## config.mk

```make
export PLATFORM = sky130hd
export DESIGN_NAME = dcmp_top
export DESIGN_NICKNAME = d
export VERILOG_FILES = /design/src/mldsa_dcmp_pkg.sv /design/src/dcmp_ctrl.sv /design/src/dcmp_lane.sv /design/src/dcmp_w1_pack.sv /design/src/dcmp_top.sv
export SDC_FILE = /design/constraint.sdc
export NUM_CORES = 1
export LEC_CHECK = 0
export BUFFER_PORTS_ARGS = -buffer_cell sky130_fd_sc_hd__buf_2
export CORE_UTILIZATION = 45
export DETAILED_ROUTE_END_ITERATION = 16
export PLACE_DENSITY = 0.66
export SYNTH_ARGS = -nofsm -noshare
export SYNTH_HDL_FRONTEND = slang
export SYNTH_HIERARCHICAL = 1
export SYNTH_SLANG_ARGS = --single-unit
```

## constraint.sdc

```tcl
create_clock -name clk -period 4.8 [get_ports clk]
set_clock_uncertainty 0.05 [all_clocks]
set_input_delay 0.96 -clock clk [delete_from_list [all_inputs] [get_ports clk]]
set_output_delay 0.96 -clock clk [all_outputs]
set_load 0.05 [all_outputs]
```

## src/mldsa_dcmp_pkg.sv

```systemverilog
`default_nettype none

package mldsa_dcmp_pkg;

    // ML-DSA modulus
    localparam int unsigned MLDSA_Q = 8380417;
    // (q-1)/32 for this parameter set
    localparam int unsigned MLDSA_GAMMA2 = 261888;
    localparam int unsigned DCMP_TWO_GAMMA2 = 523776;

    // One coefficient slot in a memory word, top bit unused
    localparam int unsigned DCMP_REG_SIZE = 24;
    localparam int unsigned DCMP_COEF_PER_WORD = 4;
    // 256 coefficients, four per word
    localparam int unsigned DCMP_NUM_WORDS = 64;
    localparam int unsigned DCMP_ADDR_WIDTH = 10;
    // Word index within one polynomial
    localparam int unsigned DCMP_IDX_WIDTH = $clog2(DCMP_NUM_WORDS);

    // Operation selected at start
    typedef enum logic {
        DCMP_SIGN   = 1'b0,
        DCMP_VERIFY = 1'b1
    } dcmp_mode_t;

    // Memory command
    typedef enum logic [1:0] {
        RW_IDLE  = 2'b00,
        RW_READ  = 2'b01,
        RW_WRITE = 2'b10
    } rw_cmd_t;

    typedef logic [DCMP_ADDR_WIDTH-1:0] mem_addr_t;

    // Request to main, hint or flag memory
    typedef struct packed {
        rw_cmd_t   cmd;
        mem_addr_t addr;
    } mem_req_t;

    // Registered result of one lane
    typedef struct packed {
        // Low bits, already mapped into [0, q)
        logic [DCMP_REG_SIZE-2:0] r0;
        // High bits after the optional usehint step
        logic [3:0]               r1;
        // Plain r1 is nonzero
        logic                     z_nez;
    } lane_res_t;

endpackage

`default_nettype wire

```

## src/dcmp_ctrl.sv

```systemverilog
`default_nettype none

module dcmp_ctrl (
    input  wire                         clk,
    input  wire                         reset_n,
    input  wire                         zeroize_i,
    input  wire                         start_i,
    input  mldsa_dcmp_pkg::dcmp_mode_t  mode_i,
    input  mldsa_dcmp_pkg::mem_addr_t   src_base_i,
    input  mldsa_dcmp_pkg::mem_addr_t   dest_base_i,
    input  mldsa_dcmp_pkg::mem_addr_t   hint_base_i,
    output mldsa_dcmp_pkg::mem_req_t    rd_req_o,
    output mldsa_dcmp_pkg::mem_req_t    hint_rd_req_o,
    output mldsa_dcmp_pkg::mem_req_t    wr_req_o,
    output mldsa_dcmp_pkg::mem_req_t    z_wr_req_o,
    output logic                        lane_en_o,
    output logic                        done_o
);

    // Read phase state
    logic                                       rd_active;
    logic [mldsa_dcmp_pkg::DCMP_IDX_WIDTH-1:0] cnt;
    logic                                       verify_q;
    // Valid and index follow each word through data return and the lane register
    logic                                       vld_d1;
    logic                                       vld_d2;
    logic [mldsa_dcmp_pkg::DCMP_IDX_WIDTH-1:0] idx_d1;
    logic [mldsa_dcmp_pkg::DCMP_IDX_WIDTH-1:0] idx_d2;
    logic                                       done_q;
    logic                                       start_ok;

    // New run only once the previous one has drained
    assign start_ok = start_i && !rd_active && !vld_d1 && !vld_d2;

    always_ff @(posedge clk or negedge reset_n) begin
        if (!reset_n) begin
            rd_active <= 1'b0;
            cnt       <= '0;
            verify_q  <= 1'b0;
            vld_d1    <= 1'b0;
            vld_d2    <= 1'b0;
            idx_d1    <= '0;
            idx_d2    <= '0;
            done_q    <= 1'b0;
        end else if (zeroize_i) begin
            rd_active <= 1'b0;
            cnt       <= '0;
            verify_q  <= 1'b0;
            vld_d1    <= 1'b0;
            vld_d2    <= 1'b0;
            idx_d1    <= '0;
            idx_d2    <= '0;
            done_q    <= 1'b0;
        end else begin
            if (start_ok) begin
                rd_active <= 1'b1;
                cnt       <= '0;
                // Mode is held for the whole run
                verify_q  <= (mode_i == mldsa_dcmp_pkg::DCMP_VERIFY);
            end else if (rd_active) begin
                // Stop after the last word is requested
                if (cnt == mldsa_dcmp_pkg::DCMP_NUM_WORDS - 1) begin
                    rd_active <= 1'b0;
                end
                cnt <= cnt + 1'b1;
            end
            vld_d1 <= rd_active;
            idx_d1 <= cnt;
            vld_d2 <= vld_d1;
            idx_d2 <= idx_d1;
            // Last result is leaving the lanes
            done_q <= vld_d2 && (idx_d2 == mldsa_dcmp_pkg::DCMP_NUM_WORDS - 1);
        end
    end

    always_comb begin
        rd_req_o.cmd  = rd_active ? mldsa_dcmp_pkg::RW_READ : mldsa_dcmp_pkg::RW_IDLE;
        rd_req_o.addr = src_base_i + mldsa_dcmp_pkg::mem_addr_t'(cnt);

        // Hints only needed for verify
        hint_rd_req_o.cmd  = (rd_active && verify_q) ? mldsa_dcmp_pkg::RW_READ
                                                     : mldsa_dcmp_pkg::RW_IDLE;
        hint_rd_req_o.addr = hint_base_i + mldsa_dcmp_pkg::mem_addr_t'(cnt);

        // r0 and flag written back in sign mode only
        wr_req_o.cmd  = (vld_d2 && !verify_q) ? mldsa_dcmp_pkg::RW_WRITE
                                              : mldsa_dcmp_pkg::RW_IDLE;
        wr_req_o.addr = dest_base_i + mldsa_dcmp_pkg::mem_addr_t'(idx_d2);
        z_wr_req_o.cmd  = wr_req_o.cmd;
        // Flag memory is indexed by word number
        z_wr_req_o.addr = mldsa_dcmp_pkg::mem_addr_t'(idx_d2);
    end

    // Read data is present one cycle after the request
    assign lane_en_o = vld_d1;
    assign done_o    = done_q;

endmodule

`default_nettype wire

```

## src/dcmp_lane.sv

```systemverilog
`default_nettype none

module dcmp_lane (
    input  wire                                        clk,
    input  wire                                        reset_n,
    input  wire                                        zeroize_i,
    input  wire                                        en_i,
    input  wire                                        verify_i,
    input  wire [mldsa_dcmp_pkg::DCMP_REG_SIZE-2:0]    coef_i,
    input  wire                                        hint_i,
    output mldsa_dcmp_pkg::lane_res_t                  res_o,
    output logic                                       res_valid_o
);

    // High bits before the corner fix
    logic [3:0]                                 r1_raw;
    // Coefficient lies above q-1-GAMMA2
    logic                                       corner;
    logic [3:0]                                 r1;
    // Centered r0 in two's complement, one bit wider than a coefficient
    logic [mldsa_dcmp_pkg::DCMP_REG_SIZE-1:0]  r0_c;
    logic                                       r0_neg;
    logic                                       r0_pos;
    logic [mldsa_dcmp_pkg::DCMP_REG_SIZE-2:0]  r0_q;
    logic [3:0]                                 r1_hint;
    mldsa_dcmp_pkg::lane_res_t                  res_d;
    mldsa_dcmp_pkg::lane_res_t                  res_q;
    logic                                       valid_q;

    // r1 counts the odd multiples of GAMMA2 that r exceeds
    always_comb begin
        r1_raw = '0;
        for (int k = 0; k < 15; k++) begin
            if (coef_i > (2 * k + 1) * mldsa_dcmp_pkg::MLDSA_GAMMA2) begin
                r1_raw = 4'(k + 1);
            end
        end
    end

    // Sixteenth multiple would give r - r0 = q-1
    assign corner = (coef_i > mldsa_dcmp_pkg::MLDSA_Q - 1 - mldsa_dcmp_pkg::MLDSA_GAMMA2);

    always_comb begin
        if (corner) begin
            // r1 forced to 0, r0 = r - q which is r0 - 1
            r1   = '0;
            r0_c = {1'b0, coef_i} - 24'(mldsa_dcmp_pkg::MLDSA_Q);
        end else begin
            r1   = r1_raw;
            r0_c = {1'b0, coef_i} - 24'(r1_raw * mldsa_dcmp_pkg::DCMP_TWO_GAMMA2);
        end
    end

    assign r0_neg = r0_c[mldsa_dcmp_pkg::DCMP_REG_SIZE-1];
    // Strictly positive r0, at most GAMMA2 by construction
    assign r0_pos = !r0_neg && (r0_c != '0);

    // Negative r0 stored as r0 + q
    assign r0_q = r0_neg ? 23'(r0_c + 24'(mldsa_dcmp_pkg::MLDSA_Q))
                         : r0_c[mldsa_dcmp_pkg::DCMP_REG_SIZE-2:0];

    // Usehint, wraps mod 16 through the 4-bit width
    assign r1_hint = r0_pos ? r1 + 4'd1 : r1 - 4'd1;

    always_comb begin
        res_d.r0    = r0_q;
        res_d.r1    = (verify_i && hint_i) ? r1_hint : r1;
        // Flag taken from r1 before usehint
        res_d.z_nez = (r1 != '0);
    end

    // Result payload, wiped on zeroize
    always_ff @(posedge clk) begin
        if (zeroize_i) begin
            res_q <= '0;
        end else if (en_i) begin
            res_q <= res_d;
        end
    end

    always_ff @(posedge clk or negedge reset_n) begin
        if (!reset_n) begin
            valid_q <= 1'b0;
        end else if (zeroize_i) begin
            valid_q <= 1'b0;
        end else begin
            valid_q <= en_i;
        end
    end

    assign res_o       = res_q;
    assign res_valid_o = valid_q;

endmodule

`default_nettype wire

```

## src/dcmp_w1_pack.sv

```systemverilog
`default_nettype none

module dcmp_w1_pack (
    input  wire         clk,
    input  wire         reset_n,
    input  wire         zeroize_i,
    input  wire [15:0]  r1_i,
    input  wire         valid_i,
    output logic [63:0] w1_o,
    output logic        w1_valid_o
);

    // Position of the next group within the word
    logic [1:0]  phase;
    // First three groups, oldest in the low bits
    logic [47:0] acc;
    logic [63:0] w1_q;
    logic        w1_valid_q;

    always_ff @(posedge clk or negedge reset_n) begin
        if (!reset_n) begin
            phase      <= '0;
            w1_valid_q <= 1'b0;
        end else if (zeroize_i) begin
            phase      <= '0;
            w1_valid_q <= 1'b0;
        end else begin
            // Pulse after the fourth group
            w1_valid_q <= valid_i && (phase == 2'd3);
            if (valid_i) begin
                phase <= phase + 2'd1;
            end
        end
    end

    // Payload path
    always_ff @(posedge clk) begin
        if (zeroize_i) begin
            acc  <= '0;
            w1_q <= '0;
        end else if (valid_i) begin
            // Newest group enters at the top and moves down
            acc <= {r1_i, acc[47:16]};
            if (phase == 2'd3) begin
                w1_q <= {r1_i, acc};
            end
        end
    end

    assign w1_o       = w1_q;
    assign w1_valid_o = w1_valid_q;

endmodule

`default_nettype wire

```

## src/dcmp_top.sv

```systemverilog
`default_nettype none

module dcmp_top (
    input  wire                                   clk,
    input  wire                                   reset_n,
    input  wire                                   zeroize_i,
    input  wire                                   start_i,
    input  mldsa_dcmp_pkg::dcmp_mode_t            mode_i,
    input  mldsa_dcmp_pkg::mem_addr_t             src_base_i,
    input  mldsa_dcmp_pkg::mem_addr_t             dest_base_i,
    input  mldsa_dcmp_pkg::mem_addr_t             hint_base_i,
    output mldsa_dcmp_pkg::mem_req_t              mem_rd_req_o,
    input  wire [4*mldsa_dcmp_pkg::DCMP_REG_SIZE-1:0] mem_rd_data_i,
    output mldsa_dcmp_pkg::mem_req_t              mem_hint_rd_req_o,
    input  wire [4*mldsa_dcmp_pkg::DCMP_REG_SIZE-1:0] mem_hint_rd_data_i,
    output mldsa_dcmp_pkg::mem_req_t              mem_wr_req_o,
    output logic [4*mldsa_dcmp_pkg::DCMP_REG_SIZE-1:0] mem_wr_data_o,
    output mldsa_dcmp_pkg::mem_req_t              z_wr_req_o,
    output logic [3:0]                            z_nez_o,
    output logic [63:0]                           w1_o,
    output logic                                  w1_valid_o,
    output logic                                  done_o
);

    logic                                                  lane_en;
    // Hint data arrives alongside the coefficients in this cycle
    logic                                                  hint_vld_q;
    mldsa_dcmp_pkg::lane_res_t [mldsa_dcmp_pkg::DCMP_COEF_PER_WORD-1:0] lane_res;
    logic [mldsa_dcmp_pkg::DCMP_COEF_PER_WORD-1:0]        lane_vld;
    // Four r1 nibbles of one word, lane 0 lowest
    logic [15:0]                                           r1_word;

    dcmp_ctrl i_ctrl (
        .clk           (clk),
        .reset_n       (reset_n),
        .zeroize_i     (zeroize_i),
        .start_i       (start_i),
        .mode_i        (mode_i),
        .src_base_i    (src_base_i),
        .dest_base_i   (dest_base_i),
        .hint_base_i   (hint_base_i),
        .rd_req_o      (mem_rd_req_o),
        .hint_rd_req_o (mem_hint_rd_req_o),
        .wr_req_o      (mem_wr_req_o),
        .z_wr_req_o    (z_wr_req_o),
        .lane_en_o     (lane_en),
        .done_o        (done_o)
    );

    // Usehint applies only to words whose hint read was issued
    always_ff @(posedge clk or negedge reset_n) begin
        if (!reset_n) begin
            hint_vld_q <= 1'b0;
        end else if (zeroize_i) begin
            hint_vld_q <= 1'b0;
        end else begin
            hint_vld_q <= (mem_hint_rd_req_o.cmd == mldsa_dcmp_pkg::RW_READ);
        end
    end

    for (genvar i = 0; i < mldsa_dcmp_pkg::DCMP_COEF_PER_WORD; i++) begin : gen_lane
        dcmp_lane i_lane (
            .clk         (clk),
            .reset_n     (reset_n),
            .zeroize_i   (zeroize_i),
            .en_i        (lane_en),
            .verify_i    (hint_vld_q),
            // Low 23 bits of the slot hold the coefficient
            .coef_i      (mem_rd_data_i[i*mldsa_dcmp_pkg::DCMP_REG_SIZE +:
                                        mldsa_dcmp_pkg::DCMP_REG_SIZE-1]),
            // Hint is the slot LSB
            .hint_i      (mem_hint_rd_data_i[i*mldsa_dcmp_pkg::DCMP_REG_SIZE]),
            .res_o       (lane_res[i]),
            .res_valid_o (lane_vld[i])
        );

        // r0 zero-extended into its slot
        assign mem_wr_data_o[i*mldsa_dcmp_pkg::DCMP_REG_SIZE +: mldsa_dcmp_pkg::DCMP_REG_SIZE] =
            {1'b0, lane_res[i].r0};
        assign z_nez_o[i]         = lane_res[i].z_nez;
        assign r1_word[i*4 +: 4]  = lane_res[i].r1;
    end

    // Lanes run in lockstep, lane 0 valid stands for all
    dcmp_w1_pack i_pack (
        .clk        (clk),
        .reset_n    (reset_n),
        .zeroize_i  (zeroize_i),
        .r1_i       (r1_word),
        .valid_i    (lane_vld[0]),
        .w1_o       (w1_o),
        .w1_valid_o (w1_valid_o)
    );

endmodule

`default_nettype wire

```

After elaboration in Yosys (flattened, before gate mapping)
Index checks and enable logic that the tools add are counted.
- bits in registers: 251
- latch bits: 0
- RAM bits: 0
- memory bits (read-only): 0
- output and inout bits: 214
- logic and storage cells: 258
- memories: 0
- add/sub/neg operators: 25
- multiply operators: 4
- div/mod/pow operators: 0
- order comparisons: 64
- equality and inequality tests: 4
- shift-type cells: 0
- muxes and demuxes: 101
- bitwise logic cells: 0
- reduce and logical (&&, ||, !) cells: 35
- operator list (operator ; count):
    $gt A23 B23 Y1 const B ; 32
    $gt A23 B22 Y1 const B ; 16
    $mux W4 ; 68
    $gt A23 B21 Y1 const B ; 8
    $mux W24 ; 4
    $reduce_bool A24 Y1 ; 4
    $sub A23 B23 Y24 ; 4
    $sub A23 B23 Y24 const B ; 4
    $add A23 B23 Y23 const B ; 4
    $gt A23 B18 Y1 const B ; 4
    $gt A23 B20 Y1 const B ; 4
    $mux W23 ; 4
    $mul A4 B10 Y14 const B ; 4
    $add A10 B6 Y10 ; 3
    $mux W6 ; 5
    $mux W1 ; 17
    $add A4 B1 Y4 const B ; 4
    $reduce_bool A4 Y1 ; 4
    $sub A4 B1 Y4 const B ; 4
    $logic_and A1 B1 Y1 ; 15
    $eq A6 B6 Y1 const B ; 2
    $logic_not A1 Y1 ; 8
    $add A6 B1 Y6 const B ; 1
    $mux W2 ; 3
    6 further kinds ; 7

Logic depth before layout (Yosys ltp)
Gate-level depths: netlist of run 1.
- depth in word-level cells: 23
- depth in mapped cells: 37
- gate-level depth less buffers: 34

Hierarchy
The synthesis of run 1 kept the hierarchy.
- modules (own cells, without submodules) (module ; instances ; cells each ; area each (um^2) ; sequential area each (um^2)):
    dcmp_lane (gen_lane[0].i_lane ...) ; 3 ; 649 ; 4780.8 ; 585.6
    dcmp_lane (gen_lane[3].i_lane) ; 1 ; 657 ; 5072.4 ; 585.6
    dcmp_w1_pack ; 1 ; 457 ; 4830.9 ; 2317.2
    dcmp_ctrl ; 1 ; 231 ; 2001.9 ; 575.6
    dcmp_top ; 1 ; 7 ; 71.3 ; 25.0

Worst setup path after synthesis of run 1
OpenSTA, ideal clock, no wires.
- path type: input to register
- from: input port mem_rd_data_i[76] (netlist bit)
- to: register gen_lane[3].i_lane.res_q (netlist bit gen_lane[3].i_lane/res_o[4])
- setup time: 88 ps
- arrival: 8520 ps
- data required time: 4662 ps
- path slack: -3858 ps
- stages: 32
- path buffers: 3
- cell sequence: buf_6 > or4_4 > buf_6 > nor4_4 > nand3_1 > a31o_2 > a221oi_1 > o21ai_0 > a21oi_1 > inv_1 > fa_1 > inv_1 > fa_1 > ha_1 > a21oi_1 > o21bai_1 > fa_1 > inv_1 > ha_1 > clkbuf_1 > a211oi_1 > o21bai_1 > or3_1 > a31o_4 > a2111oi_4 > nand4_1 > o21ai_0 > ha_1 > a21oi_1 > o31ai_4 > xnor2_1 > o32ai_2
- word-level cells in the longest chain between the ends: 23
- elaborated cells between the ends (all ways): 43
- RTL lines (what ; RTL line ; RTL):
    start, declared ; dcmp_top.sv:13 ; input wire [4*mldsa_dcmp_pkg::DCMP_REG_SIZE-1:0] mem_rd_data_i,
    $gt A23 B18 Y1 ; dcmp_lane.sv:34 ; if (coef_i > (2 * k + 1) * mldsa_dcmp_pkg::MLDSA_GAMMA2) begin
    $mux W1 ; dcmp_lane.sv:34 ;
    $mux W4 (14 in a row) ; dcmp_lane.sv:34 ;
    $mul A4 B10 Y14 ; dcmp_lane.sv:50 ; r0_c = {1'b0, coef_i} - 24'(r1_raw * mldsa_dcmp_pkg::DCMP_TWO_GAMMA2);
    $sub A23 B23 Y24 ; dcmp_lane.sv:50 ;
    $mux W24 ; dcmp_lane.sv:44 ; if (corner) begin
    $reduce_bool A24 Y1 or $logic_not A1 Y1 (tied branches) ; dcmp_lane.sv:56 ; assign r0_pos = !r0_neg && (r0_c != '0);
    $logic_and A1 B1 Y1 ; dcmp_lane.sv:56 ;
    $mux W4 ; dcmp_lane.sv:63 ; assign r1_hint = r0_pos ? r1 + 4'd1 : r1 - 4'd1;
    $mux W4 (*) ; dcmp_lane.sv:67 ; res_d.r1 = (verify_i && hint_i) ? r1_hint : r1;
    end signal, assigned ; dcmp_lane.sv:77 ; res_q <= res_d;
    end, declared ; dcmp_lane.sv:27 ; mldsa_dcmp_pkg::lane_res_t res_q;
Every way passes the cells marked *; elsewhere a longest branch is shown, timed or not.
A chain may end at the register's enable or synchronous reset.

Final worst setup path of run 1
- from: input port mem_rd_data_i[74] (netlist bit)
- to: register gen_lane[3].i_lane.res_q (netlist bit gen_lane[3].i_lane/res_o[2])
Same word-level chain as after synthesis.

==> run summary, run 1 <==
The flow ran to the end, but the final reports show violations. The checks that failed: setup timing. The uppermost layer routed was met5. In this run, post-CTS hold repair placed 0 buffers.

For the initial detailed-routing violation count, the log shows 1,975. Startpoint class of the critical path: a primary input. The final number of hold-violating endpoints was 0.

Master cell of the clock root buffer: sky130_fd_sc_hd__clkbuf_16. The tools report the final number of max-transition violations as 0. The master of the slowest instance on the critical path was sky130_fd_sc_hd__or4_4. In this run the deepest clock path goes through 3 buffers.

Setup repair after global routing could not meet its margin everywhere. In this run the standard cell core region covers 57,700 sq um. The cell count after synthesis came out at 3,296. The first-pass detailed-route iteration total is 6, and the die boundary width is 243 um. For the leakage component of the power, the log shows 16.6 nW. Entering global routing, the biggest net connects 95 pins.

The tools report the beginning of the worst register-to-register path as i_pack/phase[0]. At the worst endpoint, the required time is 5230 ps. Setup violations remaining at the end of the flow were counted as 104. The logs give 21.0 mW for the overall power after layout and 26,200 sq um for the cell area after synthesis.

After the flow finishes, the layout carries non-filler instances totaling 5,156. In this run the remaining antenna-violating nets after routing total 0. The routed design has 93,000 um of wire. In the routed design, unresolved DRC markers number 0. The mean area per synthesized cell was 7.96 sq um; the top achievable clock speed was 0.132 GHz.

TritonCTS built the clock tree. The worst setup path is of the in2reg kind. The run gives 8010 ps as the worst path arrival time. Once the floorplan was initialized, standard cells occupied 45.5% of the core. The tools report the worst setup margin as -2780 ps. The total half-perimeter wirelength after legalization and detailed placement was 70,900 um; the maximum cell stage delay along the critical path was 580 ps.

Routability-driven placement finished with a final weighted congestion of 0.965. Hold is met by 398 ps. The global-route total usage across every layer was 29.6%; the share of the clock period used by the worst path was 158%. Port buffering added 332 buffers. The share of cells above drive strength 1 was 42.2%; the number of max-capacitance violations reported was 0.

Global routing finished with a remaining overflow of 0. The count of standard-cell rows is 88. Relative to the synthesized area, the layout overhead comes to 45.2%. Endpoint of the worst register-to-register path: i_pack/w1_o[27]. The routed length on met2 is 43,000 um. The finished cells cover 38,100 sq um. In the routed layout, each cell is associated on average with a via count of 5.63. The power density over the cells is 552 nW/um^2. The pin slew with the least headroom to its limit is 1020 ps, and the final core utilization is 66.1%.

For this run, the number of Yosys warnings is 6. In this run the tightest slew margin relative to its limit is 31.6%. STA classifies the critical path endpoint as a flip-flop. Before CTS, the worst setup slack after placement is -3500 ps. For the finished layout, the period the worst path requires is 7580 ps. For this run, the post-layout net count is 4,788. Setup slack on the worst reg-to-reg path comes out at 2570 ps.

The area of the die was 59,300 sq um. The min-delay analysis places its worst path in the category in2async. The first global-routing pass estimated 145,000 um of wire. The worst-skew pair later-pin latency is 580 ps. The number of cells on the worst reg-to-reg path came out at 4.

Of all nets on the critical path, the largest fanout is 5. The accumulated negative setup slack is -222,260 ps, and the cell count after placement is 4,980. The tools report the via count of the first global-routing pass as 27,400. Most numerous cell on the critical path: sky130_fd_sc_hd__inv_2. The post-detailed-placement cell area came out at 34,300 sq um.

Detailed route wirelength on metal3: 6530 um. The count of H-tree levels built during CTS is 1. The clock buffer count from CTS is 29, and the post-route met1 wirelength is 40,500 um. The initial antenna violation count is 3.

The clock-pin slew on the worst setup and hold paths is 60 ps. The die extent in y is 243 um, and the TritonCTS sink count is 252. Across the VDD grid, the largest voltage drop is 0.000417 V.

For this block, the via count after detailed routing is 29,000. After detailed routing, the average wire length per cell comes to 18.0 um. The run gives 441 as the count of pins on the block boundary.
-- critical path: cells and delay by family --
| family | cells | cell delay, ps |
|---|---|---|
| fa+ha+maj | 6 | 2450 |
| simple gates | 6 | 1590 |
| buf+inv | 6 | 560 |
| mux | 1 | 230 |
| compound gates | 12 | 2230 |
-- cell type report --
class	count	area, sq um
fillers	4907	19600
well taps	765	957
clock buffers	43	870
multi-input cells	2673	21300
clock inverters	11	123
diodes	2	5.00
repair buffers	1262	9060
inverters	148	558
flip-flops and latches	252	5190
-- metal layers --
layer	GRT usage, %	up-vias
met5	0	-
met4	8.51	2
met3	5.52	177
met2	49.5	932
met1	38.7	13700
li1	-	14200
-- placed cells by master, fill, tap and decap left out, types with 66 or more instances in the layout --
cell	count
sky130_fd_sc_hd__inv_1	114
sky130_fd_sc_hd__nor2_1	321
sky130_fd_sc_hd__o21ai_0	107
sky130_fd_sc_hd__xnor2_1	84
sky130_fd_sc_hd__nand3_1	144
sky130_fd_sc_hd__buf_4	865
sky130_fd_sc_hd__nor3_1	67
sky130_fd_sc_hd__a21oi_1	144
sky130_fd_sc_hd__xor2_1	75
sky130_fd_sc_hd__mux2i_1	118
sky130_fd_sc_hd__ha_1	133
sky130_fd_sc_hd__dfxtp_1	224
sky130_fd_sc_hd__nand2_1	180
sky130_fd_sc_hd__buf_6	66
sky130_fd_sc_hd__buf_2	318
-- power by group --
part           leakage (nW)  total (mW)  internal, mW  switching, mW
Combinational          13.9        16.4          8.42           8.02
Sequential             2.20        2.30          2.21         0.0885
Clock                 0.489        2.31          1.36          0.951
-- sequential cells by signal, summed over array words and instances, names as in the netlist, 2 cells and up --
register               flops
i_ctrl/cnt                 6
i_pack/w1_o               64
i_pack/phase               2
i_ctrl/idx_d1              6
gen_lane.i_lane/res_o    112
i_ctrl/idx_d2              6
i_pack/acc                48
-- repair_timing --
action                     CTS  global route
setup endpoints to repair  104           104
buffers inserted           104            53
pin swaps                  202           159
gates cloned                 1             0
resized for setup          266           158
-- worst max-delay path by stage --
stage | startpoint | endpoint | slack (ps) | cells past startpoint
floorplan | mem_rd_data_i[76] | gen_lane[3].i_lane/res_o[4] | -3060 | 31
global placement | mem_rd_data_i[75] | gen_lane[3].i_lane/res_o[4] | -3320 | 31
detailed placement | mem_rd_data_i[75] | gen_lane[3].i_lane/res_o[4] | -3500 | 33
CTS | mem_rd_data_i[74] | gen_lane[3].i_lane/res_o[4] | -2670 | 32
global route | mem_rd_data_i[74] | gen_lane[3].i_lane/res_o[4] | -3090 | 31
finish | mem_rd_data_i[74] | gen_lane[3].i_lane/res_o[2] | -2780 | 31
(Power assumes the default switching activity.)
==> run 2, diff against run 1 <==
CELL_PAD_IN_SITES_DETAIL_PLACEMENT = 0   (was default)
CELL_PAD_IN_SITES_GLOBAL_PLACEMENT = 1   (was default)
CORE_UTILIZATION = 47   (was 45)
PLACE_DENSITY = default   (was 0.66)
PLACE_DENSITY_LB_ADDON = 0.1   (was default)
==> run 2 against run 1 <==
Against the previous run: non-clock buffer count is 9 lower; setup slack worse by 160 ps; power is 2.2% higher; first-iteration DRC count is 9.2% higher; clock power grew 3%; combinational power increased by 2%; the flow still finishes with violations (setup timing); critical path depth unchanged; register-to-register slack hardly changed; final area increased by 0.61%; sequential power barely moved; clock-buffer cell count down 2; global-route usage is 3.2 points higher.
==> run summary, run 2 (same netlist as run 1, synthesis figures left out) <==
Global-route total usage across every layer: 32.8% (+3.2 points). The path class of the tightest hold or removal check is in2async. Worst-skew pair later-pin latency: 570 ps (about the same).

The tools report the initial antenna violation count as 3 (unchanged). The master cell of the clock root buffer is sky130_fd_sc_hd__clkbuf_16. The count of H-tree levels built during CTS is 1 (unchanged), and the switching power total is 9.20 mW (+1.6%). The first-pass detailed-route iteration total is 6 (unchanged), and the clock share of power is 11.1% (about the same).

Area overhead of the layout relative to synthesis: 46.1%. Final period demand of the worst path: 7740 ps (+162 ps). The final number of max-transition violations was 0 (unchanged). Leaving out fill and tap cells, the most frequent cell in the layout is sky130_fd_sc_hd__buf_4. The fraction of power consumed by combinational cells came out at 78.2% (about the same).

The top achievable clock speed is 0.129 GHz (-2.1%), and the overall via count from detail_route is 29,700 (+2.2%). The die extent in y is 238 um (-2.1%), and the count of pins on the block boundary is 441 (unchanged). The via count of the first global-routing pass was 28,500 (+3.9%). The largest net degree at the start of global routing was 119 (+25%); the overall power after layout was 21.5 mW (+2.2%).

The tools report the cell count after placement as 4,931 (-0.98%). Number of max-capacitance violations reported: 0 (unchanged). The run gives 2,157 (+9.2%) as the initial detailed-routing violation count. The run gives 2580 ps (about the same) as the worst-case register-to-register setup slack.

The worst slack at placement is -3680 ps (-186 ps), and the maximum VDD drop is 0.000441 V (+5.6%). The total of endpoints with negative setup slack in the final report came out at 104 (unchanged). TritonCTS built the clock tree. The share of cells above drive strength 1 works out to 42.9% (+0.70 points).

The flow ran to the end, but the final reports show violations. The count of standard-cell rows is 86 (-2.3%). The total congestion overflow was 0 (unchanged); the clock-pin slew on the worst setup and hold paths was 60 ps (about the same).

The average wire length per cell after detail routing is 19.3 um (+7.1%). The clock tree buffer depth is 3 (unchanged). The library cells used most frequently in the layout, excluding fill and tap cells, are sky130_fd_sc_hd__buf_4 (841), sky130_fd_sc_hd__nor2_1 (321), sky130_fd_sc_hd__buf_2 (315), sky130_fd_sc_hd__dfxtp_1 (224), sky130_fd_sc_hd__nand2_1 (178).

The design internal power is 12.3 mW (+2.6%). The biggest fanout along the worst timing path was 5 (unchanged); the placeable core region was 55,100 sq um (-4.5%). The tools report the leakage component of the power as 16.6 nW (+0.35%).

The TritonCTS sink count is 252 (unchanged), and the number of buffers inserted by hold repair at cts is 0 (unchanged). Setup repair after global routing could not meet its margin everywhere. The tools report the worst setup margin as -2940 ps (-162 ps). The worst setup path is captured at a flip-flop. The maximum cell stage delay along the critical path works out to 570 ps (about the same). The worst setup path is of the in2reg kind.

Pin slew with the least headroom to its limit: 974 ps (-43.7 ps). The total half-perimeter wirelength after legalization and detailed placement is 75,700 um (+6.8%), and the residual antenna-violating net count after detailed routing is 0 (unchanged). The overall routed net length was 99,000 um (+6.5%); the critical path data required time was 5140 ps (-90 ps).

The run gives 4,778 (-0.21%) as the number of nets in the layout. The flip-flop count of the largest register, all copies and words added was 112 (unchanged); the sequential group share of total power was 10.7% (-0.2 points). The checks that failed: setup timing. The tools report the final RePlAce weighted congestion as 0.970 (+0.47%). For the number of remaining DRC errors, the log shows 0 (unchanged). Number of buffers inserted by port buffering: 332 (unchanged). The relative max-transition margin came out at 34.6% (+2.9 points). Share of the clock period used by the worst path: 161% (+3.4 points). The master of the slowest instance on the critical path was sky130_fd_sc_hd__or4_4. The worst path arrival time is 8080 ps (+70 ps), and the switching power share of the total is 42.8% (-0.24 points).

The detailed-route vias per instance was 5.78 (+2.8%); the initial cell density of the core was 47.6% (+2.1 points). The final cell count without fillers is 5,128 (-0.54%), and the die boundary width is 238 um (-2.1%). The tools report the area of the die as 56,800 sq um (-4.2%). The tools report the clock buffer count from CTS as 28 (-3.4%).

The worst setup path is launched from a primary input. The wire length of the first global-routing pass came out at 152,000 um (+5.3%). The run gives 0 (unchanged) as the final number of hold-violating endpoints. The power density over the cells works out to 561 nW/um^2 (+1.5%).
==> run 2: changes by cell type in the layout (fill, tap and decap cells not counted), sizes merged <==
cell / delta
inv: -1
buf: -9
clkinv: -1
bufinv: +3
clkbuf: -2
clkinvlp: -1
==> run 2: what timing repair did <==
action                                 4_1_cts  5_1_grt
setup buffers                               97       72
endpoints found under the hold margin        0        0
pin swaps                                  163      191
gates resized for setup                    229      261
setup endpoints to repair                  104      104
==> run 2: layer usage <==
metal,vias up,global-route usage (%),share of wire [%]
li1,14200,-,-
met2,990,55.0,47
met5,-,0,0
met3,195,4.22,6.1
met4,0,12.2,3.9
met1,14300,42.8,43
==> run 2: power by group through the flow <==
stage	clock network [mW]	registers [mW]	logic [mW]
detailed placement	0	2.34	13.3
global route	2.51	2.31	18.0
finish	2.39	2.30	16.8
floorplan	0	2.65	7.95
global placement	0	2.34	13.0
CTS	2.42	2.30	15.0
==> run 2: final cells by class <==
cell class	instances	area [sq um]
diodes	2	5.00
clock buffers	41	842
clock inverters	11	194
fillers	4480	16700
inverters	148	556
multi-input cells	2673	21600
flip-flops and latches	252	5190
well taps	748	936
repair buffers	1253	9050
==> run 2: final timing paths <==
path	from	to	cells past startpoint
min in group clk	gen_lane[3].i_lane/res_o[0]	gen_lane[3].i_lane/res_o[0]	2
min	reset_n	gen_lane[0].i_lane/res_valid_o	1
min reg2reg	gen_lane[3].i_lane/res_o[0]	gen_lane[3].i_lane/res_o[0]	2
max in group asynchronous	reset_n	i_ctrl/lane_en_o	1
max	mem_rd_data_i[73]	gen_lane[3].i_lane/res_o[2]	31
max reg2reg	i_pack/phase[0]	i_pack/w1_o[52]	4
==> run 2: metrics by stage <==
stage | cell area, sq um | hold WS (ps) | util (%) | TNS [ps]
3_5_place_dp | 34000 | 406 | 61.7 | -299490
3_3_place_gp | 34000 | 405 | 61.7 | -280470
5_1_grt | 38300 | 423 | 69.6 | -257140
2_1_floorplan | 27000 | 389 | - | -228360
6_report | 38300 | 375 | 69.6 | -227730
4_1_cts | 36700 | 372 | 66.7 | -213670
==> run 2: critical path, delay by kind of cell <==
kind | cells | cell delay, ps
adders and majority gates | 6 | 2370
muxes | 1 | 170
AOI/OAI and AO/OA | 14 | 2910
buffers and inverters | 6 | 580
and+or+nand+nor | 4 | 1050
